--- config.mk ---
export PLATFORM = sky130hd
export DESIGN_NAME = residual_adder
export DESIGN_NICKNAME = d
export VERILOG_FILES = /design/src/verilog/stream_pkg.sv /design/src/verilog/residual_adder.sv
export SDC_FILE = /design/constraint.sdc
export NUM_CORES = 1
export LEC_CHECK = 0
export ABC_CLOCK_PERIOD_IN_PS = 2800
export BUFFER_PORTS_ARGS = -buffer_cell sky130_fd_sc_hd__buf_2
export CAP_MARGIN = 30
export CORE_MARGIN = 4
export CORE_UTILIZATION = 52
export CTS_CLUSTER_SIZE = 14
export DETAILED_ROUTE_END_ITERATION = 12
export GPL_ROUTABILITY_DRIVEN = 0
export HOLD_SLACK_MARGIN = 0.08
export PLACE_DENSITY = 0.81
export SETUP_SLACK_MARGIN = 0.2
export SLEW_MARGIN = 15
export SYNTH_ARGS = -nofsm -noshare
export SYNTH_HDL_FRONTEND = slang
export SYNTH_SLANG_ARGS = --single-unit
--- constraint.sdc ---
create_clock -name clk -period 2.8 [get_ports clk]
set_clock_uncertainty 0.05 [all_clocks]
set_input_delay 0 -clock clk [delete_from_list [all_inputs] [get_ports clk]]
set_output_delay 0 -clock clk [all_outputs]
set_load 0.03 [all_outputs]
--- src/verilog/stream_pkg.sv ---
package stream_pkg;

	// word and address widths.
	localparam int FEAT_W = 16;
	localparam int ADDR_W = 10;

	typedef logic signed [FEAT_W-1:0] feat_t;
	typedef logic [ADDR_W-1:0] addr_t;

	// bank size and the fixed row walk.
	localparam int DEPTH = 1024;
	localparam int LINE_LEN = 4;
	localparam int ROW_STRIDE = 8;
	localparam int NUM_ROWS = 16;

	// counter widths for the walk.
	localparam int OFF_W = $clog2(LINE_LEN);
	localparam int ROW_W = $clog2(NUM_ROWS);

	// cycles from a read address to its data.
	localparam int RD_LATENCY = 3;

	// saturation limits of one feature word.
	localparam feat_t FEAT_MAX = feat_t'(16'sh7fff);
	localparam feat_t FEAT_MIN = feat_t'(16'sh8000);

	typedef enum logic {SCAN_IDLE, SCAN_RUN} scan_state_t;

endpackage

--- src/verilog/residual_adder.sv ---
`timescale 1ns/1ps

module residual_adder (
	input logic clk,
	input logic i_reset,
	input stream_pkg::feat_t i_a,
	input stream_pkg::feat_t i_b,
	input logic i_valid,
	input logic i_last,
	output stream_pkg::feat_t o_sum,
	output logic o_sum_valid,
	output logic o_sum_last
);

	logic signed [stream_pkg::FEAT_W:0] sum_full;
	stream_pkg::feat_t sum_sat;

	// one extra bit holds any sum of two words.
	assign sum_full = (stream_pkg::FEAT_W + 1)'(i_a) + (stream_pkg::FEAT_W + 1)'(i_b);

	always_comb begin
		if (sum_full > stream_pkg::FEAT_MAX) begin
			sum_sat = stream_pkg::FEAT_MAX;
		end else if (sum_full < stream_pkg::FEAT_MIN) begin
			sum_sat = stream_pkg::FEAT_MIN;
		end else begin
			sum_sat = stream_pkg::feat_t'(sum_full);
		end
	end

	// ~~~~~~~~~~~~~~~~~~~~~~~~~~~~~~~~~~~~~~~~~~~~~~~~~~~~~~~~~~~~~~~~~~~~~~~~
	// output register.
	// ~~~~~~~~~~~~~~~~~~~~~~~~~~~~~~~~~~~~~~~~~~~~~~~~~~~~~~~~~~~~~~~~~~~~~~~~

	always_ff @(posedge clk) begin
		o_sum <= sum_sat;
	end

	always_ff @(posedge clk) begin
		if (i_reset) begin
			o_sum_valid <= 1'b0;
			o_sum_last <= 1'b0;
		end else begin
			o_sum_valid <= i_valid;
			o_sum_last <= i_last;
		end
	end

	a_last_has_valid: assert property (@(posedge clk) disable iff (i_reset)
		o_sum_last |-> o_sum_valid);

endmodule

; Yosys cells after proc, flatten, opt, wreduce, memory -nomap -nowiden
; Index checks and enable logic that the tools add are counted.
[word_totals]
elab_cells = 7
reg_bits = 18
output_inout_bits = 18
input_bits = 36
[op_classes]
n_lt_le_gt_ge = 2
muxes = 1
n_addsub = 1
[ops]
columns = operator, n
row1 = adder 16 x 16 -> 17 bit, 1
row2 = greater-than comparator 17 x 16 -> 1 bit (second input constant), 1
row3 = < comparator 17 x 16 -> 1 bit (second input constant), 1
row4 = two-way mux 16 bit, 1

; Logic depth before layout (Yosys ltp)
; Gate-level depths: netlist of run 1.
[logic_depth]
depth_word = 3
ltp_mapped = 12
mapped_depth_nobuf = 10

; Least setup slack after synthesis of run 1
; No wires, ideal clock.
[synth_path]
path_type = input -> register
start = in i_a[0]
end = reg o_sum[12]
required_ns = 2.632
slack_ns = 0.614
n_path_buf = 0
stages = 10
arrival_time_ns = 2.018
cell_sequence = ha_1 -> inv_1 -> fa_1 -> and2b_1 -> o2111ai_2 -> and3b_1 -> o31ai_1 -> xor2_1 -> maj3_1 -> o2bb2ai_1
[synth_between]
elab_chain_cells = 3
[synth_lines]
columns = element, line_no
row1 = start: declaration, residual_adder.sv:6  ; input stream_pkg::feat_t i_a,
row2 = adder 16 x 16 -> 17 bit (*), residual_adder.sv:19  ; assign sum_full = (stream_pkg::FEAT_W + 1)'(i_a) + (stream_pkg::FEAT_W + 1)'(i_b);
row3 = < comparator 17 x 16 -> 1 bit, residual_adder.sv:24  ; end else if (sum_full < stream_pkg::FEAT_MIN) begin
row4 = two-way mux 16 bit, residual_adder.sv:24
row5 = end signal: assignment, residual_adder.sv:36  ; o_sum <= sum_sat;
row6 = end: declaration, residual_adder.sv:10  ; output stream_pkg::feat_t o_sum,
; Every way passes the cells marked *; elsewhere a longest branch is shown, timed or not.
; A chain may end at the register's enable or synchronous reset.

; Final worst setup path of run 1
[layout_path]
start = in i_a[0]
end = reg o_sum[9]
; Same word-level chain as after synthesis.

==> flow_metrics.tcl, run 1 <==
set metrics [dict create \
    tightest_slew_ps 484 \
    numCtsBuffers 3 \
    vias_per_cell 5.61 \
    yosysUniqueCellTypes 51 \
    fmax_ghz 0.461 \
    criticalPathCategory "input port to flop" \
    postCtsSetupRepairBufs 0 \
    syn_area_per_cell_um2 8.51 \
    final_net_count 310 \
    initial_utilization_pct 55.6 \
    grt_pass1_wl_um 6430 \
    path_cells "buf_2 > ha_1 > inv_1 > fa_1 > and2b_1 > o2111ai_2 > nand4_4 > a31oi_4 > o21bai_4 > a21oi_2 > a32o_1" \
    clk_pin_slew_ps 100 \
    place_hpwl_um 3030 \
    ctsResizeCount 0 \
    hold_end "o_sum[0]" \
    io_buffers 53 \
    first_pass_iters 4 \
    synth_seq_cells 18 \
    critPathMaxFanout 22 \
    diodes 0 \
    synth_seq_area_share_pct 20.9 \
    p_leak_nw 0.915 \
    ys_warn_count 0 \
    die_y_um 65.6 \
    cts_root_buf "clkbuf_4" \
    grt.total_usage_pct 18.5 \
    gr-total-overflow 0 \
    core_area_um2 3100 \
    remaining_drc_errors 0 \
    drv_cap 0 \
    ant_nets 0 \
    drtIter0Drc 94 \
    drv_slew 0 \
    cts.sink_count 18 \
    cp.required_ps 2940 \
    synth_area_um2 1730 \
    place_ws_ps 347 \
    synthCells 203 \
    period_needed_ps 2170 \
    min_from "i_b[0]" \
    ios 54 \
    grt_pass1_vias 1542 \
    min_path_type "input port to flop" \
    synth_nets 256 \
    design.die.area_um2 4310 \
    place_area_um2 1990 \
    row_count 20 \
    final_area_um2 2070 \
    grt_max_degree 23 \
    mostFrequentLayoutCells "buf_2, a21oi_1, dfxtp_1" \
    clockBufferDepth 2 \
    fin_setup_tns_ps 0 \
    setup_viol 0 \
    synth_edf_count 0 \
    endpoint_kind "flop" \
    htreeDepth 1 \
    cts_tree "done" \
    max_stage_delay_ps 420 \
    num_vias 1683 \
    final_hold_viol_count 0 \
    rsz0062_at_grt "false" \
    cp-start-kind "input port" \
    cellPowerDensity_nw_per_um2 537 \
    drt-total-wl_um 3800 \
    worstPathArrival_ps 2310 \
    final_common_cell "buf_2" \
    drt-wirelength-per-cell_um 12.7 \
    drive_gt1_share_pct 32.4 \
    maxSlewHeadroom_pct 67.7 \
    synthArstFlopShare_pct 0 \
    antenna_found_initial 0 \
    cp_slowest_cell "o21bai_4" \
    hold_depth 4 \
    layout_setup_ws_ps 632 \
    n_fill_cell 290 \
    peakVddDrop_mv 0.201 \
    die_w_um 65.6 \
    fin_crit_sh_pct 77.4 \
    status "finished, final reports clean" \
    synth-main-ff-cell "dfxtp_1" \
    area_growth_pct 19.8 \
]
-- state kept, by name, indices dropped and copies added, names as in the netlist --
signal / cells
o_sum_last: 1
o_sum: 16
o_sum_valid: 1
-- critical path, delay by kind of cell --
| kind | cells | cell delay (ps) |
|---|---|---|
| AOI/OAI and AO/OA | 5 | 1170 |
| adders and majority gates | 2 | 580 |
| buffers and inverters | 2 | 150 |
| and+or+nand+nor | 2 | 400 |
-- metrics by stage --
stage | utilization (%) | hold slack (ps) | total power, mW | instances
3_3_place_gp | 64.2 | 129 | 0.943 | 292
4_1_cts | 66.7 | 82.0 | 1.11 | 300
3_5_place_dp | 64.2 | 139 | 0.953 | 292
2_1_floorplan | - | 21.6 | 0.815 | 203
6_report | 66.7 | 83.9 | 1.11 | 300
5_1_grt | 66.7 | 88.6 | 1.19 | 300
-- layout make-up --
class	instances	area, um2	share of cell area (%)
Timing Repair Buffer	59	320	15.5
Inverter	8	30.0	1.45
Sequential cell	18	360	17.4
Multi-Input combinational cell	167	1270	61.2
Tap cell	44	55.1	2.66
Clock buffer	4	36.3	1.75
-- synth_stat cells, types with 5 or more instances --
| cell type | n | area share, % |
|---|---|---|
| a21oi_1 | 20 | 5.8 |
| xor2_1 | 5 | 2.5 |
| o2bb2ai_1 | 12 | 6.1 |
| nor2_1 | 11 | 2.4 |
| nand2_1 | 14 | 3.0 |
| a21o_2 | 5 | 2.5 |
| dfxtp_1 | 18 | 21 |
| nand3_1 | 5 | 1.4 |
| inv_1 | 8 | 1.7 |
| ha_1 | 16 | 12 |
| xnor2_1 | 7 | 3.6 |
| o21ai_0 | 17 | 4.9 |
-- worst max path at each step --
stage | depth (start not counted) | startpoint | to
2_1_floorplan | 10 | i_a[0] | o_sum[12]
3_3_place_gp | 11 | i_a[0] | o_sum[10]
3_5_place_dp | 11 | i_a[0] | o_sum[9]
4_1_cts | 11 | i_a[0] | o_sum[9]
5_1_grt | 11 | i_a[0] | o_sum[9]
6_report | 11 | i_a[0] | o_sum[9]
-- what timing repair did --
action	4_1_cts	5_1_grt
hold endpoints to repair	3	0
hold buffers	4	0
endpoints found under the setup margin	0	0
-- kinds of logic after synthesis --
kind of cell / after synthesis / synth area share (%)
simple gates: 45 / 13.3
compound gates: 87 / 37.5
buf+inv: 18 / 5.80
flops: 18 / 20.9
xor+xnor: 12 / 6.09
fa+ha+maj: 23 / 16.4
-- report_power, final --
| group | leakage (nW) | total [mW] | switching (mW) | internal (mW) |
|---|---|---|---|---|
| Clock | 0.0210 | 0.156 | 0.0766 | 0.0793 |
| Sequential | 0.152 | 0.329 | 0.0124 | 0.316 |
| Combinational | 0.743 | 0.627 | 0.388 | 0.239 |
| Total | 0.915 | 1.11 | 0.477 | 0.634 |
-- metal layers --
metal / GRT usage [%] / share of wire [%]
met5: 0 / 0
met1: 24.0 / 45
met4: 7.77 / 1.6
met2: 30.9 / 46
met3: 1.88 / 7.7
(Power assumes the default switching activity.)
==> run 2: changes to the inputs <==
--- a/config.mk
+++ b/config.mk
@@ -5,16 +5,17 @@
 export SDC_FILE = /design/constraint.sdc
 export NUM_CORES = 1
 export LEC_CHECK = 0
-export ABC_CLOCK_PERIOD_IN_PS = 2800
+export ABC_AREA = 1
+export ABC_CLOCK_PERIOD_IN_PS = 2150
 export BUFFER_PORTS_ARGS = -buffer_cell sky130_fd_sc_hd__buf_2
 export CAP_MARGIN = 30
 export CORE_MARGIN = 4
-export CORE_UTILIZATION = 52
+export CORE_UTILIZATION = 50
 export CTS_CLUSTER_SIZE = 14
 export DETAILED_ROUTE_END_ITERATION = 12
 export GPL_ROUTABILITY_DRIVEN = 0
 export HOLD_SLACK_MARGIN = 0.08
-export PLACE_DENSITY = 0.81
+export PLACE_DENSITY = 0.8
 export SETUP_SLACK_MARGIN = 0.2
 export SLEW_MARGIN = 15
 export SYNTH_ARGS = -nofsm -noshare
==> constraint.sdc (replaced) <==
create_clock -name clk -period 2.15 [get_ports clk]
set_clock_uncertainty 0.05 [all_clocks]
set_input_delay 0 -clock clk [delete_from_list [all_inputs] [get_ports clk]]
set_output_delay 0 -clock clk [all_outputs]
set_load 0.03 [all_outputs]
==> run 2 against run 1 <==
  * Flip-flop and latch count unchanged
  * Die area down 7.1%
  * Sequential power up 33%
  * Global-route usage down 1.7 points
  * Final area down 9.1%
  * Power up 19%
  * Via count down 11%
  * Clock power up 31%
  * Critical endpoint is now o_sum[5]
==> flow_metrics.tcl, run 2 <==
set metrics [dict create \
    netSwitchingPower_uw 574 \
    fin_crit_sh_pct 70.2 \
    synthTopCellsByCount "nand2_1, inv_1, nand2_2" \
    ant_nets 0 \
    yosysUniqueCellTypes 24 \
    tightest_slew_ps 343 \
    seqPwrFrac_pct 32.9 \
    total_power_mw 1.32 \
    antenna_found_initial 0 \
    synth-main-ff-cell "dfxtp_1" \
    synth_seq_area_share_pct 23.6 \
    cts_root_buf "clkbuf_4" \
    final_net_count 346 \
    fin_setup_tns_ps 0 \
    diodes 0 \
    yosysTopAreaCellShare_pct 23.6 \
    drt-wirelength-per-cell_um 9.46 \
    die_w_um 63.3 \
    area_growth_pct 23.2 \
    cp-start-kind "input port" \
    critPathMaxFanout 15 \
    pwr-share-comb_pct 51.6 \
    largest_register "o_sum" \
    endpoint_kind "flop" \
    clk_pin_slew_ps 100 \
    worstPathArrival_ps 1700 \
    min_path_type "input port to flop" \
    synth_seq_cells 18 \
    place_hpwl_um 2570 \
    core_area_um2 2830 \
    die_y_um 63.3 \
    initial_utilization_pct 54.0 \
    path_cells "buf_2 > ha_1 > inv_1 > fa_1 > inv_1 > nand2_1 > nand2_1 > nand3_1 > nand2_2 > nand2_2 > nand3_2 > nand4_2 > nand2_1" \
    final_hold_viol_count 0 \
    cts.sink_count 18 \
    drv_cap 0 \
    grt_pass1_wl_um 5630 \
    peakVddDrop_mv 0.256 \
    status "finished, final reports clean" \
    synth.area.top_cells "dfxtp_1, nand2_1, ha_1" \
    drtIter0Drc 28 \
    cellPowerDensity_nw_per_um2 704 \
    grt_pass1_vias 1382 \
    synth.most_common_cell "nand2_1" \
    first_pass_iters 4 \
    drv_slew 0 \
    clock_power_share_pct 15.4 \
    numCtsBuffers 3 \
    fin_util_pct 66.5 \
    row_count 19 \
    reg.largest.list "o_sum: 16 flops, o_sum_last: 1 flops, o_sum_valid: 1 flops" \
    final_common_cell "nand2_1" \
    synth_edf_count 0 \
    criticalPathCategory "input port to flop" \
    ys_warn_count 0 \
    cp_slowest_cell "fa_1" \
    grt.total_usage_pct 16.8 \
    ios 54 \
    final_area_um2 1880 \
    setup_viol 0 \
    gr-total-overflow 0 \
    cp.required_ps 2340 \
    rsz0062_at_grt "false" \
    synth_nets 286 \
    p_leak_nw 1.15 \
    cts_tree "done" \
    grt_max_degree 16 \
    fmax_ghz 0.662 \
    max_stage_delay_ps 390 \
    clockBufferDepth 2 \
    mostFrequentLayoutCells "nand2_1, buf_2, inv_1" \
    largest_reg_flops 16 \
    maxSlewHeadroom_pct 77.1 \
    yosys.area.top_type "dfxtp_1" \
    num_vias 1506 \
    period_needed_ps 1510 \
    synth_area_um2 1530 \
    vias_per_cell 4.66 \
    p_int_uw 751 \
    synthArstFlopShare_pct 0 \
    syn_area_per_cell_um2 6.55 \
    drt-total-wl_um 3060 \
    p_sw_share_pct 43.3 \
    drive_gt1_share_pct 29.1 \
    htreeDepth 1 \
    critPathMostFrequentCell "nand2_1" \
    design.die.area_um2 4000 \
    remaining_drc_errors 0 \
    io_buffers 53 \
    place_area_um2 1800 \
    synthCells 233 \
]
run 2: changes by cell type in the layout (fill, tap and decap cells not counted), sizes merged, moves of 6 or more:
cell	delta
a21o	-7
a21oi	-13
inv	+27
xnor2	-6
o21ai	-22
o2bb2ai	-12
maj3	-6
nand2	+92
run 2: cell families after synthesis:
group / share of synthesized area [%]
simple gates: 42.0
buf+inv: 10.3
flops: 23.6
fa+ha+maj: 14.4
compound gates: 4.51
xor+xnor: 5.16
run 2: path summary, 6_finish.rpt:
check	from	endpoint	depth (start not counted)
max	i_a[0]	o_sum[5]	13
min	i_b[2]	o_sum[2]	5
run 2: worst max-delay path: cells and delay by family:
family,cells,cell delay (ps)
and+or+nand+nor,8,950
adders and majority gates,2,550
buffers and inverters,3,200
run 2: layer usage:
| layer | share of wire (%) | vias up | global-route usage [%] |
|---|---|---|---|
| met4 | 2.4 | 0 | 8.09 |
| met3 | 6.2 | 7 | 1.60 |
| met5 | 0 | - | 0 |
| li1 | - | 832 | - |
| met1 | 48 | 623 | 22.1 |
| met2 | 44 | 44 | 27.5 |
run 2: per-stage QoR:
step	hold WS, ps	cells	setup WS, ps
floorplan	21.2	233	538
global placement	128	315	341
detailed placement	126	315	313
CTS	103	323	626
global route	149	323	434
finish	97.5	323	640
run 2: layout make-up:
type,instances,area (um2)
tap,31,38.8
inverter,35,131
fill,261,948
multi-input combinational,178,1010
timing repair buffer,57,305
sequential,18,360
clock buffer,4,36.3
run 2: power groups by stage:
stage / combinational [mW] / clock (mW) / sequential (mW)
floorplan: 0.342 / 0 / 0.626
global placement: 0.669 / 0 / 0.443
detailed placement: 0.679 / 0 / 0.444
CTS: 0.687 / 0.209 / 0.436
global route: 0.763 / 0.224 / 0.447
finish: 0.684 / 0.205 / 0.436
run 2: what timing repair did:
item                                   CTS  global route
endpoints found under the hold margin    3             0
hold buffers                             4             0
buffers inserted                         0             0
resized for setup                        0             0
